--- src/luma_pkg.sv ---
// luma conversion package
// shared weights, rounding constants, frame size, data types and FSM states
`default_nettype none

package luma_pkg;

  // --------------------------------------------------------------------
  // BT.601 style luma weights, scaled by 256
  // --------------------------------------------------------------------
  localparam int W_R = 77;
  localparam int W_G = 150;
  localparam int W_B = 29;                      // 77 + 150 + 29 = 256

  // --------------------------------------------------------------------
  // sum and rounding
  // --------------------------------------------------------------------
  localparam int          SUM_W   = 17;         // 255*256 needs 16 bits, one spare
  localparam logic [16:0] SUM_MAX = 17'd65280;  // all components at 255
  localparam int          Y_SHIFT = 8;          // divide by weight total
  localparam int          Y_BIAS  = 128;        // half lsb after the shift

  // --------------------------------------------------------------------
  // frame and pipeline
  // --------------------------------------------------------------------
  localparam int FRAME_PIXELS = 16;
  localparam int CNT_W        = 5;              // holds 0 .. FRAME_PIXELS-1
  localparam int PIPE_LAT     = 1;              // extra sum regs, LAT+1 total

  // data types
  typedef logic [7:0]       pix_t;              // one colour component
  typedef logic [15:0]      term_t;             // component times weight
  typedef logic [SUM_W-1:0] sum_t;
  typedef logic [7:0]       luma_t;

  // frame controller states
  typedef enum logic [1:0] {
    IDLE   = 2'd0,
    ACTIVE = 2'd1,
    DRAIN  = 2'd2
  } frame_state_e;

endpackage

`default_nettype wire
--- src/luma_conv_top.sv ---
// rgb to luma converter, top level
// frame control, pixel counter and the 3-stage luma pipeline
`timescale 1ns/10ps
`default_nettype none

module luma_conv_top import luma_pkg::*; (
  input  logic  clk,
  input  logic  rst,
  input  logic  start,
  input  logic  pix_valid,
  input  pix_t  r,
  input  pix_t  g,
  input  pix_t  b,
  output logic  in_ready,
  input  logic  out_ready,   // also the pipeline clock enable
  output logic  y_valid,
  output luma_t y,
  output logic  frame_done
);

  // --------------------------------------------------------------------
  // internal nets
  // --------------------------------------------------------------------
  logic  accept;             // v1_valid of the pipeline
  logic  pipe_busy;
  logic  last_pix;
  logic  count_clear;
  logic  v2_valid;
  logic  term_busy;
  term_t r_term;
  term_t g_term;
  term_t b_term;

  assign accept    = pix_valid & in_ready & out_ready;
  assign pipe_busy = term_busy | v2_valid | y_valid;

  // --------------------------------------------------------------------
  // control
  // --------------------------------------------------------------------
  frame_ctrl u_frame_ctrl (
    .clk         (clk),
    .rst         (rst),
    .start       (start),
    .last_pix    (last_pix),
    .accept      (accept),
    .pipe_busy   (pipe_busy),
    .in_ready    (in_ready),
    .count_clear (count_clear),
    .frame_done  (frame_done)
  );

  pixel_counter u_pixel_counter (
    .clk      (clk),
    .rst      (rst),
    .clear    (count_clear),
    .inc      (accept),
    .last_pix (last_pix)
  );

  // --------------------------------------------------------------------
  // datapath
  // --------------------------------------------------------------------
  rgb_term_mul u_term (
    .clk      (clk),
    .rst      (rst),
    .en       (out_ready),
    .v1_valid (accept),
    .r        (r),
    .g        (g),
    .b        (b),
    .v2_valid (v2_valid),
    .r_term   (r_term),
    .g_term   (g_term),
    .b_term   (b_term),
    .busy     (term_busy)
  );

  rgb_sum_acc u_sum (
    .clk      (clk),
    .rst      (rst),
    .en       (out_ready),
    .v2_valid (v2_valid),
    .r_term   (r_term),
    .g_term   (g_term),
    .b_term   (b_term),
    .v3_valid (y_valid),
    .sum      (),            // debug only
    .y_out    (y)
  );

endmodule

`default_nettype wire

--- src/frame_ctrl.sv ---
// frame controller
// opens a frame on start, admits pixels until the last one is taken,
// waits for the pipeline to empty and then pulses frame_done
`timescale 1ns/10ps
`default_nettype none

module frame_ctrl import luma_pkg::*; (
  input  logic clk,
  input  logic rst,
  input  logic start,        // one cycle, only seen in IDLE
  input  logic last_pix,     // from pixel_counter
  input  logic accept,       // pixel taken this cycle
  input  logic pipe_busy,    // any stage still holds a pixel
  output logic in_ready,
  output logic count_clear,
  output logic frame_done
);

  frame_state_e state;
  frame_state_e state_nxt;

  // --------------------------------------------------------------------
  // next state
  // --------------------------------------------------------------------
  always_comb begin
    state_nxt = state;
    unique case (state)
      IDLE: begin
        if (start) begin
          state_nxt = ACTIVE;
        end
      end
      ACTIVE: begin
        // start is ignored here, only the pixel count ends the frame
        if (accept && last_pix) begin
          state_nxt = DRAIN;
        end
      end
      DRAIN: begin
        if (!pipe_busy) begin
          state_nxt = IDLE;    // last luma consumed
        end
      end
      default: begin
        state_nxt = IDLE;
      end
    endcase
  end

  // --------------------------------------------------------------------
  // state register
  // --------------------------------------------------------------------
  always_ff @(posedge clk or posedge rst) begin
    if (rst) begin
      state <= IDLE;
    end else begin
      state <= state_nxt;
    end
  end

  // --------------------------------------------------------------------
  // outputs, decoded
  // --------------------------------------------------------------------
  assign in_ready    = (state == ACTIVE);             // drops the cycle after last accept
  assign count_clear = (state == IDLE) && start;
  assign frame_done  = (state == DRAIN) && !pipe_busy;

  // one pulse per frame, and the controller is back in IDLE after it
  a_done_once : assert property (
    @(posedge clk) disable iff (rst)
      frame_done |=> (state == IDLE) && !frame_done
  );

endmodule

`default_nettype wire

--- src/pixel_counter.sv ---
// pixel counter
// counts accepted pixels in a frame, flags the last one and wraps
`timescale 1ns/10ps
`default_nettype none

module pixel_counter import luma_pkg::*; (
  input  logic clk,
  input  logic rst,
  input  logic clear,     // frame start
  input  logic inc,       // one accepted pixel
  output logic last_pix   // inc at count FRAME_PIXELS-1
);

  localparam logic [CNT_W-1:0] CNT_LAST = CNT_W'(FRAME_PIXELS - 1);

  logic [CNT_W-1:0] count;

  // --------------------------------------------------------------------
  // last pixel flag, combinational from the strobe
  // --------------------------------------------------------------------
  assign last_pix = inc && (count == CNT_LAST);

  // --------------------------------------------------------------------
  // counter
  // --------------------------------------------------------------------
  always_ff @(posedge clk or posedge rst) begin
    if (rst) begin
      count <= '0;
    end else if (clear) begin
      count <= '0;                       // new frame
    end else if (inc) begin
      if (last_pix) begin
        count <= '0;                     // wrap after the final pixel
      end else begin
        count <= count + 1'b1;
      end
    end
  end

  // count stays inside the frame no matter how inc and clear interleave
  a_cnt_range : assert property (
    @(posedge clk) disable iff (rst)
      count <= CNT_LAST
  );

endmodule

`default_nettype wire

--- src/rgb_sum_acc.sv ---
// rgb term accumulator
// adds the three weighted terms to a 17-bit sum, carries it through
// LAT+1 enabled registers and rounds / clamps it to an 8-bit luma
`timescale 1ns/10ps
`default_nettype none

module rgb_sum_acc import luma_pkg::*; #(
  parameter int unsigned LAT = PIPE_LAT     // 1 .. 3
) (
  input  logic  clk,
  input  logic  rst,
  input  logic  en,          // advance, 0 = hold every register
  input  logic  v2_valid,
  input  term_t r_term,
  input  term_t g_term,
  input  term_t b_term,
  output logic  v3_valid,
  output sum_t  sum,         // debug copy of the last sum register
  output luma_t y_out
);

  // --------------------------------------------------------------------
  // combinational add
  // --------------------------------------------------------------------
  sum_t sum0;

  always_comb begin
    // widen first so the carry into bit 16 is kept
    sum0 = sum_t'(r_term) + sum_t'(g_term) + sum_t'(b_term);
  end

  // --------------------------------------------------------------------
  // sum pipeline
  // --------------------------------------------------------------------
  logic [LAT:0] v_sh;          // valid per slot
  sum_t         s_pipe [0:LAT];

  always_ff @(posedge clk or posedge rst) begin
    if (rst) begin
      v_sh <= '0;
      for (int k = 0; k <= LAT; k++) begin
        s_pipe[k] <= '0;
      end
    end else if (en) begin
      v_sh[0]   <= v2_valid;
      s_pipe[0] <= v2_valid ? sum0 : '0;   // invalid slots hold zero
      for (int k = 1; k <= LAT; k++) begin
        v_sh[k]   <= v_sh[k-1];
        s_pipe[k] <= s_pipe[k-1];
      end
    end
    // en low: everything holds, output stays stable
  end

  assign v3_valid = v_sh[LAT];
  assign sum      = s_pipe[LAT];

  // --------------------------------------------------------------------
  // round, shift, clamp
  // --------------------------------------------------------------------
  logic [SUM_W:0] s_bias;      // one extra bit for the bias carry
  logic [SUM_W:0] s_shift;

  always_comb begin
    s_bias  = {1'b0, s_pipe[LAT]} + (SUM_W+1)'(Y_BIAS);
    s_shift = s_bias >> Y_SHIFT;
    if (s_shift > (SUM_W+1)'(255)) begin
      y_out = 8'hff;             // saturate to white
    end else begin
      y_out = luma_t'(s_shift);
    end
  end

  // --------------------------------------------------------------------
  // checks
  // --------------------------------------------------------------------
  // 8-bit inputs from the term stage can never push the sum past SUM_MAX
  a_sum_range : assert property (
    @(posedge clk) disable iff (rst)
      v2_valid |-> (sum0 <= SUM_MAX)
  );

  // held output while the downstream side stalls
  a_valid_hold : assert property (
    @(posedge clk) disable iff (rst)
      !en |=> $stable(v3_valid)
  );

endmodule

`default_nettype wire

--- src/rgb_term_mul.sv ---
// rgb weighted term stage
// registers r*W_R, g*W_G and b*W_B under the pipeline enable and
// tracks how far the pixels are still in flight for drain detection
`timescale 1ns/10ps
`default_nettype none

module rgb_term_mul import luma_pkg::*; (
  input  logic  clk,
  input  logic  rst,
  input  logic  en,        // pipeline advance, 0 = hold
  input  logic  v1_valid,  // accepted pixel
  input  pix_t  r,
  input  pix_t  g,
  input  pix_t  b,
  output logic  v2_valid,
  output term_t r_term,
  output term_t g_term,
  output term_t b_term,
  output logic  busy       // a pixel from this stage is not yet at the sum output
);

  // --------------------------------------------------------------------
  // valid history
  // --------------------------------------------------------------------
  // v_hist[0] is this stage's valid register; the upper bits shadow
  // the same pixels through the hidden sum registers of the next stage
  logic [PIPE_LAT:0] v_hist;

  always_ff @(posedge clk or posedge rst) begin
    if (rst) begin
      v_hist <= '0;
    end else if (en) begin
      v_hist <= {v_hist[PIPE_LAT-1:0], v1_valid};  // shift in the new pixel
    end
  end

  assign v2_valid = v_hist[0];
  assign busy     = |v_hist;   // also covers the inner sum regs, y_valid covers the last one

  // --------------------------------------------------------------------
  // weighted terms, payload only
  // --------------------------------------------------------------------
  always_ff @(posedge clk) begin
    if (en) begin
      if (v1_valid) begin
        r_term <= term_t'(r * W_R);   // max 19635
        g_term <= term_t'(g * W_G);   // max 38250
        b_term <= term_t'(b * W_B);   // max 7395
      end else begin
        r_term <= '0;                 // empty slot carries zero
        g_term <= '0;
        b_term <= '0;
      end
    end
  end

endmodule

`default_nettype wire

--- config.mk ---
export PLATFORM = sky130hd
export DESIGN_NAME = luma_conv_top
export DESIGN_NICKNAME = d
export VERILOG_FILES = /design/src/luma_pkg.sv /design/src/luma_conv_top.sv /design/src/frame_ctrl.sv /design/src/pixel_counter.sv /design/src/rgb_sum_acc.sv /design/src/rgb_term_mul.sv
export SDC_FILE = /design/constraint.sdc
export NUM_CORES = 1
export LEC_CHECK = 0
export ABC_CLOCK_PERIOD_IN_PS = 7300
export BUFFER_PORTS_ARGS = -buffer_cell sky130_fd_sc_hd__buf_2
export CORE_MARGIN = 2
export CORE_UTILIZATION = 55
export DETAILED_ROUTE_END_ITERATION = 10
export PLACE_DENSITY = 0.84
export SLEW_MARGIN = 5
export SYNTH_ARGS = -nofsm -noshare
export SYNTH_HDL_FRONTEND = slang
export SYNTH_SLANG_ARGS = --single-unit
--- constraint.sdc ---
create_clock -name clk -period 7.3 [get_ports clk]
set_input_delay 1.46 -clock clk [delete_from_list [all_inputs] [get_ports clk]]
set_output_delay 1.46 -clock clk [all_outputs]
set_load 0.005 [all_outputs]
==> reports/results.txt, run 1 <==
Status - complete, but fails checks
Failing checks - DRC
Worst slew pin tran - 1.07 ns
Synth cell types - 62
Async set-reset flop share out of synthesis - 41.1%
CTS buffer count - 9
Htree depth - 3
Max Cap Viol - 0
CP Data Required Time - 7.50 ns
Sinks on the clock net - 73
Dpl cells - 804
Fin cells - 820
Initial drt markers - 204
Post-synth EDFFs - 43
Largest net degree at the start of global routing - 34
#FFs+latches synth - 73
Worst skew pair latency - 0.33 ns
Hold Crit Class - reg2reg
Pleak - 3.55 nW
Io pins - 40
DRC - 1
FMAX - 212 MHz
Synth Area per Inst - 10.4 sq um
Sw Pwr - 0.714 mW
ANT cells - 0
Pre-CTS setup slack - 2.36 ns
Clock buffer depth - 2
Post-Route WL - 12800 um
Layout Nets - 855
DPL Wire Length - 9980 um
Synthesis Warnings - 0
Cell row count - 39
Routed vias - 4742
Antenna Nets Post-Route - 0
Switching part of the total power - 37.4%
Clk slew on worst S/H paths - 0.06 ns
Largest fanout on the critical path - 4
Internal Power - 1.19 mW
Layout cells sized above 1 - 11.8%
Slew headroom - 28.9%
GRT Total Usage - 21.4%
Final setup viols - 0
Most common cell after layout, fill and taps aside - ha_1
Arrival @ worst endpoint - 4.91 ns
CP Class - in2reg
Vias per cell - 5.78
First-pass GRT wire length - 22100 um
DRT Pass-1 Iters - 7
Core area - 11500 sq um
Die Span Y - 113 um
Register area - 2040 sq um
Final hold vios - 0
# Post-CTS Setup Buffers - 0
Hold WS - 0.500 ns
Die area - 12800 sq um
Synth area leader - ha_1
Clk pwr share - 22.2%
Global route overflow - 0
Syn Nets - 815
Sequential fraction of the synthesis area - 31.2%
RD Place Congestion - 0.865
P per Cell Area - 266 nW/um^2
Yosys top cell area share - 22.1%
Layout fillers - 895
Period utilization - 64.6%
Most frequent cells in the layout - ha_1 (116), inv_1 (86), nor2_1 (44)
Setup TNS - 0 ns
Reg power frac - 31.4%
Post-CTS sizing - 0
Post-layout minimum cycle time - 4.72 ns
Antenna violations before repair - 0
CP Capture Type - register
Comb pwr share - 46.5%
VDD IR max - 0.000146 V
Top FF cell, synth - edfxtp_1
RSZ-0062 raised after global routing - false
Reg-to-reg slack, setup - 4.59 ns
DIE WIDTH - 113 um
Final WS setup - 2.58 ns
Starting Density - 56.9%
Area of the multi-input gates - 4120 sq um
P&R area growth vs syn - 9.64%
CTS Root Cell - clkbuf_16
Mapped cell area - 6550 sq um
Slew Limit Fails - 0
Post-CTS Hold Fix Bufs - 0
Synth area leaders - ha_1 (22%), edfxtp_1 (20%), fa_1 (12%)
I/O Buffers - 39
Post-Syn Instances - 632
CTS tree - built
CP Launch Type - input port
Vias in the first global route - 4982
Wire per inst - 15.6 um
Layout Skew - 0.00653 ns
[cells in the mapped netlist (6+ instances only)]
cell and count:
a21o_1 7, a21oi_1 20, and2_1 13, clkbuf_1 11
dfrtp_1 30, edfxtp_1 43, fa_1 38, ha_1 116
inv_1 86, mux2_2 11, nand2_1 33, nand2b_1 6
nand3_1 20, nor2_1 44, nor2b_1 6, nor3_1 18
o21ai_0 12, o21ai_1 6, xnor2_1 12, xor2_1 16
[metal layers]
metal	up-vias	global-route usage (%)	wire, um
met5	-	0	0
met4	0	6.59	229
met3	24	3.37	312
met2	81	41.6	7070
met1	2329	23.9	5190
li1	2308	-	-
[kinds of logic after synthesis]
logic type	count (synthesis)	synth area share, %
buffers and inverters	100	5.96
multiplexers	14	2.41
AND/OR/NAND/NOR	163	12.1
adder cells (fa/ha/maj)	154	33.8
AO/OA/AOI/OAI	100	10.9
flip-flops	73	31.2
XOR/XNOR	28	3.74
[power groups by stage]
stage / clock (mW) / sequential, mW / combinational [mW]
3_5_place_dp: 0 / 0.606 / 0.866
4_1_cts: 0.427 / 0.598 / 0.888
5_1_grt: 0.447 / 0.611 / 0.997
3_3_place_gp: 0 / 0.600 / 0.819
2_1_floorplan: 0 / 0.584 / 0.670
6_report: 0.423 / 0.598 / 0.887
[path summary, 6_finish.rpt]
kind,from,to,depth (start not counted)
worst max-delay path,g[4],u_term.g_term[14],13
worst min-delay path,u_sum.s_pipe[33],u_sum.s_pipe[33],1
worst max register to register,u_term.r_term[12],u_sum.s_pipe[32],8
worst min register to register,u_sum.s_pipe[33],u_sum.s_pipe[33],1
max in group asynchronous,rst,u_sum.sum[12],2
min in group asynchronous,rst,u_frame_ctrl.state[1],2
[cell type report]
type                    instances  share of cell area (%)
flip-flops and latches         73                    28.4
clock inverters                 5                   0.784
inverters                      88                    4.79
repair buffers                 41                    2.93
clock buffers                  11                    3.24
multi-input cells             459                    57.4
well taps                     143                    2.49
[metrics by stage]
| step | area [sq um] | utilization, % | total power [mW] |
|---|---|---|---|
| CTS | 7190 | 62.4 | 1.91 |
| floorplan | 6550 | - | 1.25 |
| global route | 7190 | 62.4 | 2.05 |
| detailed placement | 6900 | 59.9 | 1.47 |
| global placement | 6900 | 59.9 | 1.42 |
| finish | 7190 | 62.4 | 1.91 |
[state kept, by name, summed over array words and instances (netlist names)]
register	cells
u_frame_ctrl.state	2
u_pixel_counter.count	5
u_sum.s_pipe	10
u_sum.sum	10
u_sum.v_sh	2
u_term.b_term	13
u_term.g_term	15
u_term.r_term	15
u_term.v_hist	1
[worst max-delay path, stage by stage]
cell     delay (ns)
buf_2          0.14
ha_1           0.31
ha_1           0.28
inv_1          0.05
fa_1           0.54
inv_1          0.05
fa_1           0.45
ha_1           0.33
inv_1          0.10
o31ai_2        0.33
a41oi_1        0.23
or4b_1         0.54
nand3_1        0.11
Note: power is estimated with default switching activity, not from simulation.
==> run 2: changes to the inputs <==
ABC_AREA = 1   (was unset)
ABC_CLOCK_PERIOD_IN_PS = 4350   (was 7300)
clock period = 4.35 ns   (was 7.3 ns; I/O delays follow)
==> run 2 against run 1 <==
- the run now ends clean
- final cell count grew 33%
- via count increased by 18%
- synthesized cell count is 38% higher
- clock power rose by 73%
- flip-flop and latch count unchanged
- core utilization down 0.73 points
- clock-buffer cell count decreased by 2
- design area increased by 8.3%
- largest cell class unchanged
==> reports/results.txt, run 2 <==
Antenna Nets Post-Route - 0
Synth area leader - ha_1
Final instance area - 7780 sq um
Core area - 12600 sq um
P&R area growth vs syn - 9.49%
Switching part of the total power - 42.1%
Hold path endpoint - u_sum.sum[8]
Hold Crit Class - reg2reg
Hold path start - u_sum.s_pipe[25]
DPL Wire Length - 11300 um
Reg power frac - 29.7%
First-pass GRT wire length - 24500 um
Final hold vios - 0
Fin cells - 1091
VDD IR max - 0.000245 V
Final WS setup - 0.726 ns
Initial drt markers - 300
Sinks on the clock net - 73
Most frequent cell after synthesis - nand2_1
Post-synth EDFFs - 43
M1 wire length - 6440 um
Max Cap Viol - 0
Slew Limit Fails - 0
#FFs+latches synth - 73
Die area - 13800 sq um
Post-CTS Hold Fix Bufs - 0
Slew headroom - 26.9%
WL met3 - 464 um
RD Place Congestion - 0.911
DRT Pass-1 Iters - 5
Sequential fraction of the synthesis area - 28.7%
R2r startpoint - u_term.r_term[12]
Final setup viols - 0
Vias per cell - 5.15
Biggest regs - u_term.g_term: 15 flops, u_term.r_term: 15 flops, u_term.b_term: 13 flops
CP Class - in2reg
Dpl cells - 1075
Pre-CTS setup slack - 0.385 ns
Synth cell types - 41
Clk pwr share - 22.0%
Post-Syn Instances - 871
Setup TNS - 0 ns
Synthesis Warnings - 0
Layout Skew - 0.00793 ns
Layout Nets - 1097
Highest routed layer - met4
Reg-to-reg slack, setup - 2.15 ns
Async set-reset flop share out of synthesis - 41.1%
Htree depth - 3
I/O Buffers - 39
RR Endpoint - u_sum.s_pipe[30]
Synth area leaders - ha_1 (20%), edfxtp_1 (18%), nand2_1 (11%)
Register area - 2040 sq um
Area of the multi-input gates - 4390 sq um
Layout cells sized above 1 - 7.94%
Yosys top cell area share - 20.4%
Top FF cell, synth - edfxtp_1
DRC - 0
Clk slew on worst S/H paths - 0.06 ns
Post-CTS sizing - 0
Vias in the first global route - 5527
Reg2reg path depth - 10
Dpl cell area - 7490 sq um
Period utilization - 83.3%
FMAX - 276 MHz
ANT cells - 0
Die Span Y - 118 um
Met2 wire len - 6680 um
Pleak - 4.22 nW
RSZ-0062 raised after global routing - false
Synth Area per Inst - 8.16 sq um
Largest fanout on the critical path - 5
Internal Power - 1.92 mW
Layout fillers - 1110
Post-Route WL - 13900 um
Worst slew pin tran - 1.10 ns
Cell row count - 41
Worst skew pair latency - 0.33 ns
Mapped cell area - 7110 sq um
Most frequent cells in the layout - nand2_1 (208), inv_1 (163), ha_1 (116)
# Post-CTS Setup Buffers - 0
P per Cell Area - 427 nW/um^2
CTS buffer count - 9
Antenna violations before repair - 0
Routed vias - 5616
CP Capture Type - register
CTS tree - built
Total power - 3.33 mW
Post-layout minimum cycle time - 3.62 ns
Syn Nets - 1054
Sw Pwr - 1.40 mW
Comb pwr share - 48.4%
CP Launch Type - input port
Hold depth - 2
Most frequent cells after synthesis - nand2_1 (208), inv_1 (163), ha_1 (116)
Status - complete, no violations
Starting Density - 56.3%
GRT Total Usage - 21.5%
Wire per inst - 12.7 um
Io pins - 40
Arrival @ worst endpoint - 3.71 ns
CP Data Required Time - 4.44 ns
DIE WIDTH - 118 um
Clock buffer depth - 2
Global route overflow - 0
Most common cell after layout, fill and taps aside - nand2_1
Largest net degree at the start of global routing - 46
CTS Root Cell - clkbuf_16
==> run 2: worst max path at each step <==
stage | startpoint | end | slack [ns] | cells past startpoint
final | g[4] | u_term.g_term[14] | 0.73 | 15
after global routing | g[4] | u_term.g_term[14] | 0.51 | 15
after CTS | g[4] | u_term.g_term[14] | 0.73 | 15
after detailed placement | g[4] | u_term.g_term[14] | 0.39 | 15
after global placement | g[4] | u_term.g_term[14] | 0.46 | 15
after floorplan | g[4] | u_term.g_term[14] | 0.72 | 14
==> run 2: critical path, cell delays in order <==
cell and delay [ns]:
buf_2 0.13, ha_1 0.30, ha_1 0.28, inv_1 0.06
fa_1 0.52, inv_1 0.05, fa_1 0.45, ha_1 0.36
nand2_1 0.10, o21ai_0 0.25, nand2_1 0.08, nand3_1 0.10
nand2_1 0.05, nand2_1 0.06, nor2_1 0.05
==> run 2: cells by family after synthesis <==
kind of cell | Yosys count | share of synthesized area (%)
xor+xnor | 8 | 0.986
compound gates | 105 | 8.19
fa+ha+maj | 154 | 31.1
buf+inv | 178 | 9.56
flops | 73 | 28.7
simple gates | 353 | 21.4
==> run 2: power by group through the flow <==
stage	clock, mW	sequential (mW)	combinational, mW
floorplan	0	0.971	1.23
global placement	0	0.994	1.54
detailed placement	0	1.00	1.59
CTS	0.739	0.987	1.61
global route	0.766	1.01	1.88
finish	0.731	0.987	1.61
==> run 2: final cells by class <==
type / count / area share [%]
Tap cell: 172 / 2.77
Sequential cell: 73 / 26.2
Inverter: 170 / 8.22
Multi-Input combinational cell: 620 / 56.4
Timing Repair Buffer: 40 / 2.60
Clock inverter: 7 / 0.916
Clock buffer: 9 / 2.89
==> run 2: metal layers <==
layer  GRT usage (%)  vias to the layer above
met5               0                        -
li1                -                     2901
met4            6.25                        0
met1            28.7                     2592
met3            2.08                       21
met2            37.3                      102
==> run 2: stage by stage <==
stage	utilization (%)	hold WS, ns
3_3_place_gp	59.3	0.461
4_1_cts	61.7	0.472
6_report	61.7	0.473
5_1_grt	61.7	0.497
3_5_place_dp	59.3	0.466
2_1_floorplan	-	0.449
==> run 3: changes to the inputs <==
ABC_AREA = 0   (was 1)
ABC_CLOCK_PERIOD_IN_PS = 3200   (was 4350)
PLACE_DENSITY = 0.87   (was 0.84)
clock period = 3.2 ns   (was 4.35 ns; I/O delays follow)
==> run 3 against run 2 <==
- the flow now finishes with violations (DRC, setup timing)
- die area decreased by 7.5%
- setup slack got worse by 1.1 ns
- core utilization up 11 points
- combinational power grew 84%
- clock-buffer cell count up 2
- largest cell class unchanged
==> reports/results.txt, run 3 (synthesis results as in run 1) <==
Post-CTS Hold Fix Bufs - 0
Arrival @ worst endpoint - 3.82 ns
Final instance area - 8370 sq um
Wire per inst - 18.9 um
Vias in the first global route - 5728
Total power - 5.36 mW
Layout cells sized above 1 - 31.1%
Initial drt markers - 393
CTS tree - built
Post-Route WL - 17100 um
CP Launch Type - input port
Global route overflow - 0
I/O Buffers - 39
FMAX - 276 MHz
CP Class - in2reg
Status - complete, but fails checks
DRT Pass-1 Iters - 10
Most common cell after layout, fill and taps aside - ha_1
CP Data Required Time - 3.41 ns
Final setup viols - 18
P per Cell Area - 641 nW/um^2
Pleak - 4.04 nW
DRC - 2
Clk slew on worst S/H paths - 0.06 ns
Die area - 12800 sq um
Failing checks - DRC, setup timing
Final WS setup - -0.417 ns
Post-layout minimum cycle time - 3.62 ns
Routed vias - 5344
Slew Limit Fails - 0
Layout Skew - 0.00921 ns
Worst skew pair latency - 0.34 ns
Layout Nets - 940
CTS buffer count - 9
Io pins - 40
Largest net degree at the start of global routing - 31
DPL Wire Length - 11700 um
CP Capture Type - register
Starting Density - 56.9%
Biggest regs - u_term.g_term: 15 flops, u_term.r_term: 15 flops, u_term.b_term: 13 flops
Core area - 11500 sq um
Max Cap Viol - 0
DIE WIDTH - 113 um
First-pass GRT wire length - 26500 um
Sinks on the clock net - 73
RSZ-0062 raised after global routing - true
P&R area growth vs syn - 27.8%
Largest fanout on the critical path - 4
Slew headroom - 27.4%
Period utilization - 113%
RD Place Congestion - 0.904
CTS Root Cell - clkbuf_16
VDD IR max - 0.000337 V
ANT cells - 0
Worst slew pin tran - 1.09 ns
Area of the multi-input gates - 4590 sq um
Antenna violations before repair - 0
Htree depth - 3
Clock buffer depth - 2
Final hold vios - 0
Layout fillers - 699
Die Span Y - 113 um
Register area - 2040 sq um
Most frequent cells in the layout - ha_1 (97), buf_4 (82), inv_1 (72)
Cell row count - 39
GRT Total Usage - 26.0%
Util after Layout - 72.7%
Dpl cell area - 7730 sq um
Vias per cell - 5.90
Antenna Nets Post-Route - 0
Hold Crit Class - reg2reg
Pre-CTS setup slack - -0.647 ns
## run 3: cell types whose count changed in the layout (fill, tap and decap cells not counted), moves of 27 or more
cell     before  now
buf_4         1   82
inv_1       163   72
nor2_1       68   41
nand3_1      47   15
a21oi_1      49   17
nand2_1     208   29
## run 3: layer usage
layer	up-vias	GRT usage, %	part of all wire [%]	wire (um)
li1	2457	-	-	-
met1	2635	28.7	38	6450
met2	191	48.9	54	9220
met3	61	4.39	4.2	720
met4	0	11.3	4.3	738
met5	-	0	0	0
## run 3: worst paths after layout
kind / start / endpoint / slack, ns / cells after the start
worst min-delay path: u_sum.s_pipe[33] / u_sum.s_pipe[33] / 0.51 / 1
worst min register to register: u_sum.s_pipe[33] / u_sum.s_pipe[33] / 0.51 / 1
max in group asynchronous: rst / u_sum.sum[8] / 1.98 / 2
min in group asynchronous: rst / u_sum.sum[15] / 0.57 / 2
worst max register to register: u_term.r_term[7] / u_sum.s_pipe[32] / 0.47 / 8
worst max-delay path: g[5] / u_term.g_term[14] / -0.42 / 13
## run 3: critical path: stages
cell	delay, ns
buf_2	0.14
ha_4	0.26
ha_1	0.13
inv_1	0.06
fa_1	0.55
inv_2	0.06
fa_1	0.52
ha_4	0.34
inv_4	0.05
o31ai_4	0.28
a41oi_2	0.16
or4b_1	0.51
nand3_1	0.10
## run 3: repair_timing
| item | CTS | global route |
|---|---|---|
| setup buffers | 6 | 3 |
| gates resized for setup | 32 | 27 |
| endpoints found under the setup margin | 18 | 19 |
| hold endpoints to repair | 0 | 0 |
| pin swaps | 30 | 22 |
| cloned | 0 | 0 |
## run 3: final cells by class
class,instances,share of cell area [%]
inverter,88,4.18
multi-input combinational,459,54.8
sequential,73,24.4
timing repair buffer,126,10.9
clock inverter,5,0.628
clock buffer,11,2.90
tap,143,2.14
## run 3: power by group
part	internal (mW)	total, mW	switching, mW
Sequential	1.21	1.38	0.171
Clock	0.623	1.02	0.397
Combinational	1.45	2.96	1.51
## run 3: stage by stage
step	setup TNS [ns]	cells	hold slack, ns
global route	-5.61	905	0.534
global placement	-8.13	881	0.469
floorplan	-2.77	632	0.446
CTS	-2.26	902	0.504
finish	-3.62	905	0.508
detailed placement	-10.33	881	0.485
